<file path="src/wide_add_pkg.sv">
/*
  Shared widths, register map and pipeline types for the 96-bit adder.
  Widths follow from the split into two 48-bit halves and are not meant
  to be changed on their own.
*/

package wide_add_pkg;

  //////////////////////////////////////////////////////////////////////
  // widths
  //////////////////////////////////////////////////////////////////////

  localparam int half_w = 48;
  localparam int word_w = 96;
  localparam int bus_w  = 32;

  //////////////////////////////////////////////////////////////////////
  // register word addresses
  //////////////////////////////////////////////////////////////////////

  localparam logic [3:0] reg_a0   = 4'd0;
  localparam logic [3:0] reg_a1   = 4'd1;
  localparam logic [3:0] reg_a2   = 4'd2;
  localparam logic [3:0] reg_b0   = 4'd3;
  localparam logic [3:0] reg_b1   = 4'd4;
  localparam logic [3:0] reg_b2   = 4'd5;
  localparam logic [3:0] reg_ctrl = 4'd6;
  localparam logic [3:0] reg_stat = 4'd7;
  localparam logic [3:0] reg_r0   = 4'd8;
  localparam logic [3:0] reg_r1   = 4'd9;
  localparam logic [3:0] reg_r2   = 4'd10;
  localparam logic [3:0] reg_r3   = 4'd11;

  // bit positions in ctrl and stat
  localparam int ctrl_start_bit = 0;
  localparam int ctrl_sub_bit   = 1;
  localparam int stat_busy_bit  = 0;
  localparam int stat_done_bit  = 1;

  //////////////////////////////////////////////////////////////////////
  // operand and pipeline types
  //////////////////////////////////////////////////////////////////////

  typedef struct packed {
    logic [half_w-1:0] hi;
    logic [half_w-1:0] lo;
  } wide_halves_t;

  // flat view for the bus side, split view for the adder stages
  typedef union packed {
    logic [word_w-1:0] word;
    wide_halves_t      halves;
  } wide_word_u;

  typedef struct packed {
    logic       valid;
    logic       op_sub;
    wide_word_u a;
    wide_word_u b;
  } add_req_t;

  // low half done, high halves carried along
  typedef struct packed {
    logic              valid;
    logic [half_w-1:0] sum_lo;
    logic              carry;
    logic [half_w-1:0] a_hi;
    logic [half_w-1:0] b_hi;
  } lo_stage_t;

  typedef struct packed {
    logic              valid;
    logic [word_w-1:0] sum;
    logic              carry_out;
  } add_res_t;

endpackage
</file>
<file path="src/wide_add_top.sv">
/*
  96-bit add/subtract accelerator with a 32-bit Wishbone classic slave.
  No interrupt; software polls the done bit in the status register.
*/

`timescale 1ns/10ps

module wide_add_top (
  input  logic                            clk,
  input  logic                            rst,
  input  logic                            cyc,
  input  logic                            stb,
  input  logic                            we,
  input  logic [3:0]                      adr,
  input  logic [wide_add_pkg::bus_w-1:0]  dat_w,
  output logic [wide_add_pkg::bus_w-1:0]  dat_r,
  output logic                            ack
);

  wide_add_pkg::add_req_t req;
  wide_add_pkg::add_res_t res;

  // bus front end
  wb_adder_regs u_regs (
    .clk   (clk),
    .rst   (rst),
    .cyc   (cyc),
    .stb   (stb),
    .we    (we),
    .adr   (adr),
    .dat_w (dat_w),
    .dat_r (dat_r),
    .ack   (ack),
    .req   (req),
    .res   (res)
  );

  // three-cycle adder pipeline
  math_add_96 u_add (
    .clk (clk),
    .rst (rst),
    .req (req),
    .res (res)
  );

endmodule

</file>
<file path="src/wb_adder_regs.sv">
/*
  Wishbone classic slave for the adder, single transfers and full words only.
  Ack follows a request by one cycle; read data is registered with it.
  A start written while busy is dropped without notice.
*/

`timescale 1ns/10ps

module wb_adder_regs (
  input  logic                            clk,
  input  logic                            rst,
  input  logic                            cyc,
  input  logic                            stb,
  input  logic                            we,
  input  logic [3:0]                      adr,
  input  logic [wide_add_pkg::bus_w-1:0]  dat_w,
  output logic [wide_add_pkg::bus_w-1:0]  dat_r,
  output logic                            ack,
  output wide_add_pkg::add_req_t          req,
  input  wide_add_pkg::add_res_t          res
);

  logic                              req_hit;
  logic                              wr_en;
  logic                              start_wr;
  wide_add_pkg::wide_word_u          a_q;
  wide_add_pkg::wide_word_u          b_q;
  logic                              op_sub_q;
  logic                              req_valid_q;
  logic                              busy_q;
  logic                              done_q;
  logic [wide_add_pkg::word_w-1:0]   sum_q;
  logic                              carry_q;
  logic [wide_add_pkg::bus_w-1:0]    rd_data;

  //////////////////////////////////////////////////////////////////////
  // bus handshake
  //////////////////////////////////////////////////////////////////////

  // new request, not yet acked
  assign req_hit  = cyc & stb & ~ack;
  assign wr_en    = req_hit & we;
  assign start_wr = wr_en && (adr == wide_add_pkg::reg_ctrl)
                  && dat_w[wide_add_pkg::ctrl_start_bit] && !busy_q;

  always_ff @(posedge clk) begin
    if (rst) begin
      ack <= 1'b0;
    end else begin
      ack <= req_hit;
    end
  end

  //////////////////////////////////////////////////////////////////////
  // operand registers
  //////////////////////////////////////////////////////////////////////

  always_ff @(posedge clk) begin
    if (rst) begin
      a_q.word <= '0;
      b_q.word <= '0;
    end else if (wr_en) begin
      case (adr)
        wide_add_pkg::reg_a0: a_q.word[31:0]  <= dat_w;
        wide_add_pkg::reg_a1: a_q.word[63:32] <= dat_w;
        wide_add_pkg::reg_a2: a_q.word[95:64] <= dat_w;
        wide_add_pkg::reg_b0: b_q.word[31:0]  <= dat_w;
        wide_add_pkg::reg_b1: b_q.word[63:32] <= dat_w;
        wide_add_pkg::reg_b2: b_q.word[95:64] <= dat_w;
        default: ;
      endcase
    end
  end

  //////////////////////////////////////////////////////////////////////
  // control, status and result
  //////////////////////////////////////////////////////////////////////

  // busy blocks a second start until the result is back
  always_ff @(posedge clk) begin
    if (rst) begin
      req_valid_q <= 1'b0;
      op_sub_q    <= 1'b0;
      busy_q      <= 1'b0;
      done_q      <= 1'b0;
    end else begin
      req_valid_q <= start_wr;
      if (start_wr) begin
        op_sub_q <= dat_w[wide_add_pkg::ctrl_sub_bit];
        busy_q   <= 1'b1;
        done_q   <= 1'b0;
      end else if (res.valid) begin
        busy_q <= 1'b0;
        done_q <= 1'b1;
      end
    end
  end

  always_ff @(posedge clk) begin
    if (rst) begin
      sum_q   <= '0;
      carry_q <= 1'b0;
    end else if (res.valid) begin
      sum_q   <= res.sum;
      carry_q <= res.carry_out;
    end
  end

  // operands go straight from the registers, the pulse marks the item
  always_comb begin
    req.valid  = req_valid_q;
    req.op_sub = op_sub_q;
    req.a      = a_q;
    req.b      = b_q;
  end

  //////////////////////////////////////////////////////////////////////
  // read path
  //////////////////////////////////////////////////////////////////////

  always_comb begin
    rd_data = '0;
    case (adr)
      wide_add_pkg::reg_a0:   rd_data = a_q.word[31:0];
      wide_add_pkg::reg_a1:   rd_data = a_q.word[63:32];
      wide_add_pkg::reg_a2:   rd_data = a_q.word[95:64];
      wide_add_pkg::reg_b0:   rd_data = b_q.word[31:0];
      wide_add_pkg::reg_b1:   rd_data = b_q.word[63:32];
      wide_add_pkg::reg_b2:   rd_data = b_q.word[95:64];
      // start is a strobe, only the op bit reads back
      wide_add_pkg::reg_ctrl: rd_data[wide_add_pkg::ctrl_sub_bit] = op_sub_q;
      wide_add_pkg::reg_stat: begin
        rd_data[wide_add_pkg::stat_busy_bit] = busy_q;
        rd_data[wide_add_pkg::stat_done_bit] = done_q;
      end
      wide_add_pkg::reg_r0:   rd_data = sum_q[31:0];
      wide_add_pkg::reg_r1:   rd_data = sum_q[63:32];
      wide_add_pkg::reg_r2:   rd_data = sum_q[95:64];
      wide_add_pkg::reg_r3:   rd_data[0] = carry_q;
      default:                rd_data = '0;
    endcase
  end

  always_ff @(posedge clk) begin
    if (rst) begin
      dat_r <= '0;
    end else if (req_hit && !we) begin
      dat_r <= rd_data;
    end
  end

endmodule

</file>
<file path="src/math_add_96.sv">
/*
  96-bit add/subtract pipeline, three cycles from req to res.
  Accepts one item per clock with no back-pressure.
  Subtract carry_out is the no-borrow flag (one when a >= b).
*/

`timescale 1ns/10ps

module math_add_96 (
  input  logic                   clk,
  input  logic                   rst,
  input  wide_add_pkg::add_req_t req,
  output wide_add_pkg::add_res_t res
);

  wide_add_pkg::add_req_t  req_d;
  wide_add_pkg::add_req_t  req_q;
  wide_add_pkg::lo_stage_t lo_q;

  //////////////////////////////////////////////////////////////////////
  // input register
  //////////////////////////////////////////////////////////////////////

  // a - b becomes a + ~b + 1, the +1 comes in as the low carry
  always_comb begin
    req_d = req;
    if (req.op_sub) begin
      req_d.b.word = ~req.b.word;
    end
  end

  always_ff @(posedge clk) begin
    req_q <= req_d;
    if (rst) begin
      req_q.valid <= 1'b0;
    end
  end

  //////////////////////////////////////////////////////////////////////
  // adder halves
  //////////////////////////////////////////////////////////////////////

  add_lo_stage u_lo (
    .clk (clk),
    .rst (rst),
    .in  (req_q),
    .out (lo_q)
  );

  add_hi_stage u_hi (
    .clk (clk),
    .rst (rst),
    .in  (lo_q),
    .out (res)
  );

endmodule

</file>
<file path="src/add_hi_stage.sv">
/*
  High 48-bit adder stage, one cycle of latency.
  Takes the carry stored by the low stage and returns the 97-bit result.
*/

`timescale 1ns/10ps

module add_hi_stage (
  input  logic                    clk,
  input  logic                    rst,
  input  wide_add_pkg::lo_stage_t in,
  output wide_add_pkg::add_res_t  out
);

  logic [wide_add_pkg::half_w:0] hi_sum;
  wide_add_pkg::add_res_t         res_d;
  wide_add_pkg::add_res_t         res_q;

  assign hi_sum = {1'b0, in.a_hi} + {1'b0, in.b_hi}
                + {{wide_add_pkg::half_w{1'b0}}, in.carry};

  always_comb begin
    res_d.valid     = in.valid;
    // upper half on top of the stored low sum
    res_d.sum       = {hi_sum[wide_add_pkg::half_w-1:0], in.sum_lo};
    res_d.carry_out = hi_sum[wide_add_pkg::half_w];
  end

  always_ff @(posedge clk) begin
    res_q <= res_d;
    if (rst) begin
      res_q.valid <= 1'b0;
    end
  end

  assign out = res_q;

endmodule

</file>
<file path="src/add_lo_stage.sv">
/*
  Low 48-bit adder stage, one cycle of latency.
  Operand b must already be inverted for subtract; op_sub only supplies
  the carry-in here.
*/

`timescale 1ns/10ps

module add_lo_stage (
  input  logic                  clk,
  input  logic                  rst,
  input  wide_add_pkg::add_req_t  in,
  output wide_add_pkg::lo_stage_t out
);

  logic [wide_add_pkg::half_w:0] lo_sum;
  wide_add_pkg::lo_stage_t        stage_d;
  wide_add_pkg::lo_stage_t        stage_q;

  // extra top bit catches the carry into bit 48
  assign lo_sum = {1'b0, in.a.halves.lo} + {1'b0, in.b.halves.lo}
                + {{wide_add_pkg::half_w{1'b0}}, in.op_sub};

  always_comb begin
    stage_d.valid  = in.valid;
    stage_d.sum_lo = lo_sum[wide_add_pkg::half_w-1:0];
    stage_d.carry  = lo_sum[wide_add_pkg::half_w];
    // high halves wait one cycle to line up with the carry
    stage_d.a_hi   = in.a.halves.hi;
    stage_d.b_hi   = in.b.halves.hi;
  end

  // only the valid bit is cleared
  always_ff @(posedge clk) begin
    stage_q <= stage_d;
    if (rst) begin
      stage_q.valid <= 1'b0;
    end
  end

  assign out = stage_q;

endmodule

</file>
<file path="config.mk">
export PLATFORM = sky130hd
export DESIGN_NAME = wide_add_top
export DESIGN_NICKNAME = d
export VERILOG_FILES = /design/src/wide_add_pkg.sv /design/src/wide_add_top.sv /design/src/wb_adder_regs.sv /design/src/math_add_96.sv /design/src/add_hi_stage.sv /design/src/add_lo_stage.sv
export SDC_FILE = /design/constraint.sdc
export NUM_CORES = 1
export LEC_CHECK = 0
export ABC_AREA = 0
export BUFFER_PORTS_ARGS = -buffer_cell sky130_fd_sc_hd__buf_4
export CAP_MARGIN = 40
export CORE_AREA = 2 2 285 287
export CTS_BUF_LIST = sky130_fd_sc_hd__clkbuf_4
export CTS_CLUSTER_SIZE = 28
export DETAILED_ROUTE_END_ITERATION = 7
export DIE_AREA = 0 0 287 289
export PLACE_DENSITY_LB_ADDON = 0.08
export SLEW_MARGIN = 20
export SYNTH_ARGS = -nofsm -noshare
export SYNTH_HDL_FRONTEND = slang
export SYNTH_SLANG_ARGS = --single-unit
</file>
<file path="constraint.sdc">
create_clock -name clk -period 2.7 [get_ports clk]
set_input_delay 0.27 -clock clk [delete_from_list [all_inputs] [get_ports clk]]
set_output_delay 0.27 -clock clk [all_outputs]
set_load 0.02 [all_outputs]
</file>
[Yosys cells after proc, flatten, opt, wreduce, memory -nomap -nowiden]
Cells that the tools add are included.
Cells by class
  add/subtract/negate cells: 4
  multiply operators: 0
  divide/modulo/power cells: 0
  order comparisons: 0
  eq/ne operators: 11
  shift-type cells: 0
  mux-type cells: 6
  bitwise gates (word level): 5
  reductions and logical operators: 15
Operators by type and width (number)
  one-hot mux 30 bit (9 select lines): 1
  adder 48 x 48 -> 49 bit: 2
  adder 49 x 1 -> 49 bit: 2
  2-to-1 mux 96 bit: 1
  inverter 96 bit: 1
  one-hot mux 1 bit (11 select lines): 2
  equality test 4 x 3 -> 1 bit (second input constant): 4
  equality test 4 bit (second input constant): 4
  AND reduction 2 bit: 6
  equality test 4 x 2 -> 1 bit (second input constant): 2
  equality test 4 x 1 -> 1 bit (second input constant): 1
  logical AND 1 bit: 4
  logical NOT 4 bit: 1
  bitwise AND 1 bit: 3
  logical NOT 1 bit: 2
  2-to-1 mux 1 bit: 2
  nonzero test 2 bit: 1
  OR reduction 2 bit: 1
  inverter 1 bit: 1
Storage, ports and cells
  register bits after elaboration: 764
  latch bits: 0
  bits in writable memories: 0
  ROM bits: 0
  bits of input ports: 41
  output and inout bits: 33
  logic and storage cells: 67
  memories: 0

[Depth between registers and ports, before layout]
Gate-level depths: netlist of run 1.
  word-level depth: 7
  gate-level depth with buffers: 12
  mapped depth without buffers: 12

[By module]
Synthesis of run 1 repeated with hierarchy kept, for this count alone.
Unflattened totals
  cells, all modules: 3024
  area total of the unflattened synthesis: 29271.8 um^2
Modules (own cells, without submodules)
  wb_adder_regs: instances 1, cells an instance 1679, area each 14017.2 um^2
  add_lo_stage: instances 1, cells an instance 553, area each 5665.4 um^2
  math_add_96: instances 1, cells an instance 302, area each 4870.9 um^2
  add_hi_stage: instances 1, cells an instance 490, area each 4718.3 um^2

[Least setup slack after synthesis of run 1]
OpenSTA, ideal clock, no wires.
  path type: register to register
  start: register u_add.req_q[0] (netlist name)
  end: register u_add.u_lo.stage_q, in the netlist u_add.u_lo.out[96]
  library setup time: 0.114 ns
  data arrival time: 2.840 ns
  slack: -0.254 ns
  cell stages (with the launch flop): 13
  buffers on the path: 0
  cells stage by stage: dfxtp_1 fa_1 inv_1 fa_1 nor2b_1 o31a_1 o31a_1 a21oi_2 o211ai_2 o31ai_4 o21ai_2 a221o_1 a21o_1
On the way
  word-level cells in the longest chain between the ends: 2
RTL lines
  start, declared: RTL line math_add_96.sv:17  | wide_add_pkg::add_req_t req_q;
  start signal, assigned: RTL line math_add_96.sv:33  | req_q <= req_d;
  adder 48 x 48 -> 49 bit: RTL line add_lo_stage.sv:21  | assign lo_sum = {1'b0, in.a.halves.lo} + {1'b0, in.b.halves.lo}
  adder 49 x 1 -> 49 bit: RTL line add_lo_stage.sv:22  | + {{wide_add_pkg::half_w{1'b0}}, in.op_sub};
  net u_add.u_lo.lo_sum (one bit): RTL line add_lo_stage.sv:16  | logic [wide_add_pkg::half_w:0] lo_sum;
  end signal, assigned: RTL line add_lo_stage.sv:35  | stage_q <= stage_d;
  end, declared: RTL line add_lo_stage.sv:18  | wide_add_pkg::lo_stage_t stage_q;
The timed path passes the listed nets, and every way through them passes these cells.
A chain may end at the register's enable or synchronous reset.

[Worst setup path in the final report of run 1]
Ends and elaborated chain as after synthesis.

==> results of run 1 <==
==> sequential cells by signal, indices dropped and copies added, names as in the netlist <==
register	cells
u_add.req_q	194
u_add.u_lo.out	146
u_add.u_hi.out	98
u_regs.a_q	96
u_regs.b_q	96
u_regs.sum_q	96
u_regs.dat_r	32
u_regs.ack	1
u_regs.busy_q	1
u_regs.carry_q	1
u_regs.done_q	1
u_regs.op_sub_q	1
u_regs.req_valid_q	1
==> metrics by stage <==
| stage | util | setup WS [ps] | area [sq um] | cells |
|---|---|---|---|---|
| after global placement | 0.387 | -298 | 30900 | 4003 |
| after CTS | 0.431 | -283 | 34400 | 4444 |
| after detailed placement | 0.387 | -321 | 30900 | 4004 |
| after floorplan | - | -254 | 27700 | 2828 |
| after global routing | 0.436 | -305 | 34800 | 4453 |
| final | 0.436 | -156 | 34800 | 4454 |
==> cell usage in the layout (no fill, tap or decap), drive strengths merged, types with 8 or more instances in the layout <==
cell type	count
dfxtp	764
nand2	461
a21oi	315
buf	301
clkbuf	280
nor2	186
xor2	120
mux2i	98
ha	94
clkinv	74
o21ai	69
dlygate4sd3	67
a22oi	63
xnor2	62
inv	46
a21o	41
a221oi	30
nand3	28
nand4	26
a222oi	25
a22o	24
a31oi	24
nor3	22
o21bai	19
nor2b	16
o21a	11
and3	11
and2	8
==> power by group through the flow <==
stage               Clock (mW)  Sequential [mW]  Combinational (mW)
floorplan                    0             11.6               0.199
global placement             0             11.6               0.506
detailed placement           0             11.6               0.510
CTS                       10.3             11.3               0.590
global route              11.0             11.3               0.623
finish                    10.0             11.4               0.594
==> worst reg2reg max path: stages (launching register included) <==
cell                       delay [ps]
sky130_fd_sc_hd__dfxtp_2          320
sky130_fd_sc_hd__fa_2             390
sky130_fd_sc_hd__inv_2             70
sky130_fd_sc_hd__fa_2             200
sky130_fd_sc_hd__nor2b_2           50
sky130_fd_sc_hd__o31a_1           270
sky130_fd_sc_hd__o31a_1           280
sky130_fd_sc_hd__a21oi_2          200
sky130_fd_sc_hd__o211ai_4         140
sky130_fd_sc_hd__o31ai_4          240
sky130_fd_sc_hd__o21ai_2           90
sky130_fd_sc_hd__a221o_1          320
sky130_fd_sc_hd__a21o_1           150
==> final cells by class <==
class | count | area, sq um | share of cell area
sequential | 764 | 15300 | 0.440
multi-input combinational | 1855 | 12200 | 0.349
timing repair buffer | 368 | 3300 | 0.0948
clock buffer | 280 | 2100 | 0.0604
tap | 1060 | 1330 | 0.0381
clock inverter | 85 | 464 | 0.0133
inverter | 40 | 150 | 0.00431
antenna | 2 | 5.00 | 0.000144
==> worst min path at each step <==
| stage | start | endpoint |
|---|---|---|
| finish | dat_w[19] | u_regs.b_q[19] |
| global route | dat_w[13] | u_regs.a_q[77] |
| CTS | dat_w[19] | u_regs.b_q[19] |
| detailed placement | u_add.u_lo.out[123] | u_add.u_hi.out[27] |
| global placement | u_add.req_q[144] | u_add.u_lo.out[48] |
| floorplan | u_add.u_lo.out[106] | u_add.u_hi.out[10] |
==> what timing repair did <==
| item | 4_1_cts | 5_1_grt |
|---|---|---|
| cloned | 0 | 0 |
| pin swaps | 27 | 45 |
| endpoints found under the setup margin | 41 | 47 |
| endpoints found under the hold margin | 329 | 0 |
| hold buffers | 67 | 0 |
| gates resized for setup | 42 | 65 |
| buffers inserted | 9 | 11 |
==> cells by family (layout without fill, tap and decap cells) <==
logic type / Yosys count / count (layout)
AND/OR/NAND/NOR: 782 / 782
flip-flops: 764 / 764
AO/OA/AOI/OAI: 688 / 688
buffers and inverters: 209 / 773
XOR/XNOR: 182 / 182
multiplexers: 105 / 105
adder cells (fa/ha/maj): 98 / 98
other: 0 / 2
==> layer usage <==
metal | vias up | part of all wire | GRT usage
met5 | - | 0 | 0
met4 | 0 | 0.023 | 0.0767
met3 | 148 | 0.067 | 0.0551
met2 | 749 | 0.44 | 0.366
met1 | 10900 | 0.47 | 0.320
li1 | 10800 | - | -
==> qor.json, run 1 <==
{
  "synth_commonest_cells": {"value": "764 x sky130_fd_sc_hd__dfxtp_1, 461 x sky130_fd_sc_hd__nand2_1, 310 x sky130_fd_sc_hd__a21oi_1"},
  "cts-buffers-inserted": {"value": 203},
  "report.power.total": {"value": 22.0, "unit": "mW"},
  "slew_violations": {"value": 0},
  "critical_path.endpoint_type": {"value": "flop"},
  "min_period": {"value": 2860, "unit": "ps"},
  "power.net_switching": {"value": 5.31, "unit": "mW"},
  "cts_root_buf": {"value": "sky130_fd_sc_hd__clkbuf_4"},
  "synth.cell_area": {"value": 27700, "unit": "sq um"},
  "avgRoutedWirePerCell": {"value": 22.1, "unit": "microns"},
  "synthesis.area_per_instance": {"value": 9.79, "unit": "sq um"},
  "post_synth_adder_cell_area": {"value": 0.0454},
  "r2r_start": {"value": "u_add.req_q[0]"},
  "vias_in_the_first_global_route": {"value": 22400},
  "path_cells": {"value": "fa_2 > inv_2 > fa_2 > nor2b_2 > o31a_1 > o31a_1 > a21oi_2 > o211ai_4 > o31ai_4 > o21ai_2 > a221o_1 > a21o_1"},
  "maxCapViolations": {"value": 0},
  "multiplexer_share_of_the_synthesized_area": {"value": 0.0383},
  "synth_xor_area_frac": {"value": 0.0576},
  "htreeDepth": {"value": 4},
  "final_hold_violating_endpoints": {"value": 0},
  "drive_above_1_share": {"value": 0.214},
  "fp.coreArea": {"value": 79900, "unit": "sq um"},
  "clock_tree_from_tritoncts": {"value": "done"},
  "power_frac_seq": {"value": 0.517},
  "endpoint_of_the_lowest_slack_register_to_register_path": {"value": "u_add.u_lo.out[96]"},
  "power_frac_comb": {"value": 0.027},
  "grt_antenna_before_repair": {"value": 3},
  "drt_first_pass_iters": {"value": 7},
  "p_sw_frac": {"value": 0.242},
  "routed_via_density": {"value": 5.06},
  "vdd.ir_drop.worst": {"value": 292, "unit": "uV"},
  "p_leak": {"value": 14.4, "unit": "nW"},
  "core.rowCount": {"value": 104},
  "grt_first_pass_wirelength": {"value": 144, "unit": "mm"},
  "yosysWarnings": {"value": 0},
  "route.detailed.drc": {"value": 0},
  "result_of_the_run": {"value": "complete, but fails checks"},
  "grt-ovfl-total": {"value": 0},
  "arrival": {"value": 3710, "unit": "ps"},
  "violations": {"value": "setup timing"},
  "design.final.nets": {"value": 3371},
  "synth_area_leader_cell": {"value": "sky130_fd_sc_hd__dfxtp_1"},
  "worst-path-max-fanout": {"value": 3},
  "dp.final_hpwl": {"value": 68.3, "unit": "mm"},
  "floorplan.initialDensity": {"value": 0.347},
  "setup_tns": {"value": -1450, "unit": "ps"},
  "critical_path_buf_inv_count": {"value": 1},
  "ys_seq_elements": {"value": 764},
  "period_share": {"value": 1.06},
  "min_path_type": {"value": "input port to flop"},
  "most_used_standard_cell_by_instance_count_after_synthesis": {"value": "sky130_fd_sc_hd__dfxtp_1"},
  "globalRouteTotalUtil": {"value": 0.235},
  "holdPathStages": {"value": 4},
  "largest_family_of_logic_cells_by_synthesized_area": {"value": "compound AO/OA/AOI/OAI gates"},
  "yosysTopAreaCellShare": {"value": 0.552},
  "worst_path_dominant_cell_family": {"value": "compound AO/OA/AOI/OAI gates"},
  "synth_nets": {"value": 2967},
  "critical_path_required": {"value": 3560, "unit": "ps"},
  "synthSimpleGateAreaFrac": {"value": 0.117},
  "clock_path_buffers": {"value": 3},
  "relative_slew_slack": {"value": 0.504},
  "timing.critical_path.slowest_stage_cell": {"value": "sky130_fd_sc_hd__fa_2"},
  "final.setup_skew": {"value": 68.8, "unit": "ps"},
  "worstSetupStartpointType": {"value": "flop"},
  "clock_edge_transition_at_the_registers_on_the_reported_setup_and_hold_paths": {"value": 70, "unit": "ps"},
  "edff_count_synth": {"value": 0},
  "crit_end": {"value": "u_add.u_lo.out[96]"},
  "startpoint": {"value": "u_add.req_q[0]"},
  "yosysSeqAreaShare": {"value": 0.552},
  "ant_nets": {"value": 0},
  "critical_setup_path_kind": {"value": "flop to flop"},
  "synthTopCellsByArea": {"value": "sky130_fd_sc_hd__dfxtp_1 55%, sky130_fd_sc_hd__nand2_1 6.2%, sky130_fd_sc_hd__a21oi_1 5.6%"},
  "maxClockFrequency": {"value": 350, "unit": "MHz"},
  "buffer_ports.inserted": {"value": 73},
  "power_per_cell_area": {"value": 631, "unit": "nW/um^2"},
  "cts_sinks": {"value": 764},
  "timing.reg2reg.setup_slack": {"value": -160, "unit": "ps"},
  "worstSkewPairLatency": {"value": 1020, "unit": "ps"},
  "nFillCells": {"value": 7867},
  "max_stage_delay": {"value": 390, "unit": "ps"},
  "tightest_slew": {"value": 744, "unit": "ps"},
  "flow.area_growth_from_synthesis": {"value": 25.7, "unit": "%"},
  "die_x": {"value": 287, "unit": "microns"},
  "synth_compound_gate_area_share": {"value": 0.161},
  "chip_height": {"value": 289, "unit": "microns"},
  "design.die.area": {"value": 82900, "unit": "sq um"},
  "timing.final.ws_setup": {"value": -156, "unit": "ps"},
  "worstSetupPathDepth": {"value": 12},
  "syn_inst": {"value": 2828},
  "synthFlopType": {"value": "sky130_fd_sc_hd__dfxtp_1"},
  "dr.first_iter.drc_count": {"value": 1927},
  "fin_hold_ws": {"value": 124, "unit": "ps"},
  "cell_internal_pwr": {"value": 16.6, "unit": "mW"},
  "async_reset_ff_frac": {"value": 0},
  "clock_power_share": {"value": 0.456},
  "grt_start_max_net_pins": {"value": 87},
  "detail_route.wirelength": {"value": 98.3, "unit": "mm"},
  "io_pins": {"value": 74},
  "gp_routability_congestion": {"value": 0.892},
  "rsz0062_at_grt": {"value": "yes"},
  "r2r_cells": {"value": 12},
  "synth_cell_types": {"value": 74},
  "route.vias.total": {"value": 22600},
  "final-setup-viol-count": {"value": 18}
}
Note: power is estimated with default switching activity, not from simulation.
==> run 2, diff against run 1 <==
Settings changed: CORE_AREA 2 2 285 287 to 2 2 255 320, DIE_AREA 0 0 287 289 to 0 0 257 322.
==> qor.json, run 2 (synthesis gave the netlist of run 1 again) <==
{
  "vias_in_the_first_global_route": {"value": 23000, "change": "was 22400"},
  "clock_path_buffers": {"value": 3, "change": "unchanged"},
  "path_cells": {"value": "fa_2 > inv_2 > fa_2 > nor2b_2 > o31a_1 > o31a_1 > a21oi_4 > o211ai_4 > o31ai_4 > o21ai_2 > a221o_1 > a21o_1", "change": "was fa_2 > inv_2 > fa_2 > nor2b_2 > o31a_1 > o31a_1 > a21oi_2 > o211ai_4 > o31ai_4 > o21ai_2 > a221o_1 > a21o_1"},
  "fin_hold_ws": {"value": 134, "unit": "ps", "change": "was 124 ps"},
  "worstSkewPairLatency": {"value": 1020, "unit": "ps", "change": "about the same"},
  "cts_sinks": {"value": 764, "change": "unchanged"},
  "min_period": {"value": 2910, "unit": "ps", "change": "was 2860 ps"},
  "design.die.area": {"value": 82800, "unit": "sq um", "change": "was 82900 sq um"},
  "min_path_type": {"value": "input port to flop", "change": "unchanged"},
  "top_register": {"value": "u_add.req_q", "change": "unchanged"},
  "fp.coreArea": {"value": 79700, "unit": "sq um", "change": "was 79900 sq um"},
  "power_per_cell_area": {"value": 606, "unit": "nW/um^2", "change": "was 631 nW/um^2"},
  "chip_height": {"value": 322, "unit": "microns", "change": "was 289 microns"},
  "critical_path_buf_inv_count": {"value": 1, "change": "unchanged"},
  "dr.first_iter.drc_count": {"value": 1845, "change": "was 1927"},
  "number_of_standard_cells_in_the_layout_taps_in_and_fillers_out": {"value": 4494, "change": "was 4454"},
  "maxClockFrequency": {"value": 343, "unit": "MHz", "change": "was 350 MHz"},
  "place.detailed.instances": {"value": 4032, "change": "was 4004"},
  "worst-path-max-fanout": {"value": 3, "change": "unchanged"},
  "relative_slew_slack": {"value": 0.493, "change": "was 0.504"},
  "largest_register_ffs": {"value": 194, "change": "unchanged"},
  "routed-wl-met2": {"value": 46.3, "unit": "mm", "change": "was 43.5 mm"},
  "ant_nets": {"value": 0, "change": "unchanged"},
  "clock_tree_from_tritoncts": {"value": "done", "change": "unchanged"},
  "max_stage_delay": {"value": 410, "unit": "ps", "change": "was 390 ps"},
  "cts-buffers-inserted": {"value": 193, "change": "was 203"},
  "gp_routability_congestion": {"value": 0.887, "change": "was 0.892"},
  "arrival": {"value": 3820, "unit": "ps", "change": "was 3710 ps"},
  "drt_first_pass_iters": {"value": 8, "change": "was 7"},
  "routed_met3_length": {"value": 6.83, "unit": "mm", "change": "was 6.59 mm"},
  "critical_path.endpoint_type": {"value": "flop", "change": "unchanged"},
  "drive_above_1_share": {"value": 0.225, "change": "was 0.214"},
  "rsz0062_at_grt": {"value": "yes", "change": "unchanged"},
  "grt_antenna_before_repair": {"value": 6, "change": "was 3"},
  "grt_first_pass_wirelength": {"value": 146, "unit": "mm", "change": "was 144 mm"},
  "worst_path_dominant_cell_family": {"value": "compound AO/OA/AOI/OAI gates", "change": "unchanged"},
  "route.vias.total": {"value": 22800, "change": "was 22600"},
  "maxCapViolations": {"value": 0, "change": "unchanged"},
  "grt-ovfl-total": {"value": 0, "change": "unchanged"},
  "worstSetupStartpointType": {"value": "flop", "change": "unchanged"},
  "timing.final.ws_setup": {"value": -214, "unit": "ps", "change": "was -156 ps"},
  "grt_start_max_net_pins": {"value": 81, "change": "was 87"},
  "critical_path_required": {"value": 3610, "unit": "ps", "change": "was 3560 ps"},
  "tightest_slew": {"value": 753, "unit": "ps", "change": "was 744 ps"},
  "design.final.nets": {"value": 3423, "change": "was 3371"},
  "dp.final_hpwl": {"value": 69.1, "unit": "mm", "change": "was 68.3 mm"},
  "final_common_cell": {"value": "sky130_fd_sc_hd__dfxtp_1", "change": "unchanged"},
  "cts_root_buf": {"value": "sky130_fd_sc_hd__clkbuf_4", "change": "unchanged"},
  "detailedPlace.worstSlack": {"value": -401, "unit": "ps", "change": "was -321 ps"},
  "slew_violations": {"value": 0, "change": "unchanged"},
  "routed_via_density": {"value": 5.06, "change": "about the same"},
  "htreeDepth": {"value": 4, "change": "unchanged"},
  "critical_setup_path_kind": {"value": "flop to flop", "change": "unchanged"},
  "violations": {"value": "DRC, setup timing", "change": "was setup timing"},
  "floorplan.initialDensity": {"value": 0.348, "change": "was 0.347"},
  "io_pins": {"value": 74, "change": "unchanged"},
  "route.detailed.drc": {"value": 1, "change": "was 0"},
  "period_share": {"value": 1.08, "change": "was 1.06"},
  "avgRoutedWirePerCell": {"value": 22.2, "unit": "microns", "change": "was 22.1 microns"},
  "final_hold_violating_endpoints": {"value": 0, "change": "unchanged"},
  "final-setup-viol-count": {"value": 28, "change": "was 18"},
  "globalRouteTotalUtil": {"value": 0.239, "change": "was 0.235"},
  "flow.area_growth_from_synthesis": {"value": 27.5, "unit": "%", "change": "was 25.7%"},
  "detail_route.wirelength": {"value": 100, "unit": "mm", "change": "was 98.3 mm"},
  "highest-signal-layer": {"value": "met4", "change": "unchanged"},
  "final.setup_skew": {"value": 54.0, "unit": "ps", "change": "was 68.8 ps"},
  "buffer_ports.inserted": {"value": 73, "change": "unchanged"},
  "die_x": {"value": 257, "unit": "microns", "change": "was 287 microns"},
  "setup_tns": {"value": -1940, "unit": "ps", "change": "was -1450 ps"},
  "vdd.ir_drop.worst": {"value": 381, "unit": "uV", "change": "was 292 uV"},
  "core.rowCount": {"value": 116, "change": "was 104"},
  "result_of_the_run": {"value": "complete, but fails checks", "change": "unchanged"},
  "clock_edge_transition_at_the_registers_on_the_reported_setup_and_hold_paths": {"value": 60, "unit": "ps", "change": "was 70 ps"},
  "timing.critical_path.slowest_stage_cell": {"value": "sky130_fd_sc_hd__fa_2", "change": "unchanged"},
  "wirelength_met1": {"value": 43.7, "unit": "mm", "change": "was 45.9 mm"},
  "final_cell_mix": {"value": "757 x sky130_fd_sc_hd__dfxtp_1, 459 x sky130_fd_sc_hd__nand2_1, 302 x sky130_fd_sc_hd__buf_4, 298 x sky130_fd_sc_hd__a21oi_1, 272 x sky130_fd_sc_hd__clkbuf_4", "change": "was 758 x sky130_fd_sc_hd__dfxtp_1, 461 x sky130_fd_sc_hd__nand2_1, 302 x sky130_fd_sc_hd__a21oi_1, 280 x sky130_fd_sc_hd__clkbuf_4, 263 x sky130_fd_sc_hd__buf_4"},
  "p_leak": {"value": 14.6, "unit": "nW", "change": "was 14.4 nW"}
}
run 2: where the power goes:
| group | total (mW) | switching (mW) | internal [mW] |
|---|---|---|---|
| clock network | 9.42 | 4.68 | 4.74 |
| logic | 0.633 | 0.407 | 0.226 |
| registers | 11.3 | 0.0291 | 11.3 |
| total | 21.4 | 5.12 | 16.3 |
run 2: cell type report:
type,instances,area (sq um)
sequential,764,15300
clock buffer,272,2040
inverter,40,150
tap,1062,1330
antenna,1,2.50
clock inverter,70,304
timing repair buffer,430,3790
multi-input combinational,1855,12400
fill,7785,44400
run 2: what timing repair did:
action | CTS | global route
pin swaps | 36 | 58
endpoints found under the setup margin | 48 | 53
endpoints found under the hold margin | 329 | 0
hold buffers | 91 | 0
gates cloned | 0 | 1
resized for setup | 50 | 95
setup buffers | 12 | 18
run 2: metal layers:
layer  global-route usage  vias to the layer above
li1                     -                    10800
met1                0.306                    11000
met2                0.388                      798
met3               0.0571                      167
met4               0.0922                        0
met5                    0                        -
run 2: per-stage QoR:
stage	util	power (mW)	cell area, sq um
after floorplan	-	11.8	27700
after global placement	0.390	12.1	31100
after detailed placement	0.390	12.1	31100
after CTS	0.435	21.7	34700
after global routing	0.443	22.4	35300
final	0.443	21.4	35300
run 2: tightest hold or removal path: cells and delay by family:
kind                   cells  cell delay, ps
buffers and inverters      2             720
and+or+nand+nor            1              70
AOI/OAI and AO/OA          1              50
run 2: final timing paths:
check / startpoint / endpoint / slack (ps) / depth (start not counted)
max: u_add.req_q[0] / u_add.u_lo.out[96] / -210 / 12
max reg2reg: u_add.req_q[0] / u_add.u_lo.out[96] / -210 / 12
min reg2reg: u_add.u_lo.out[108] / u_add.u_hi.out[12] / 270 / 0
min: dat_w[16] / u_regs.a_q[80] / 130 / 4
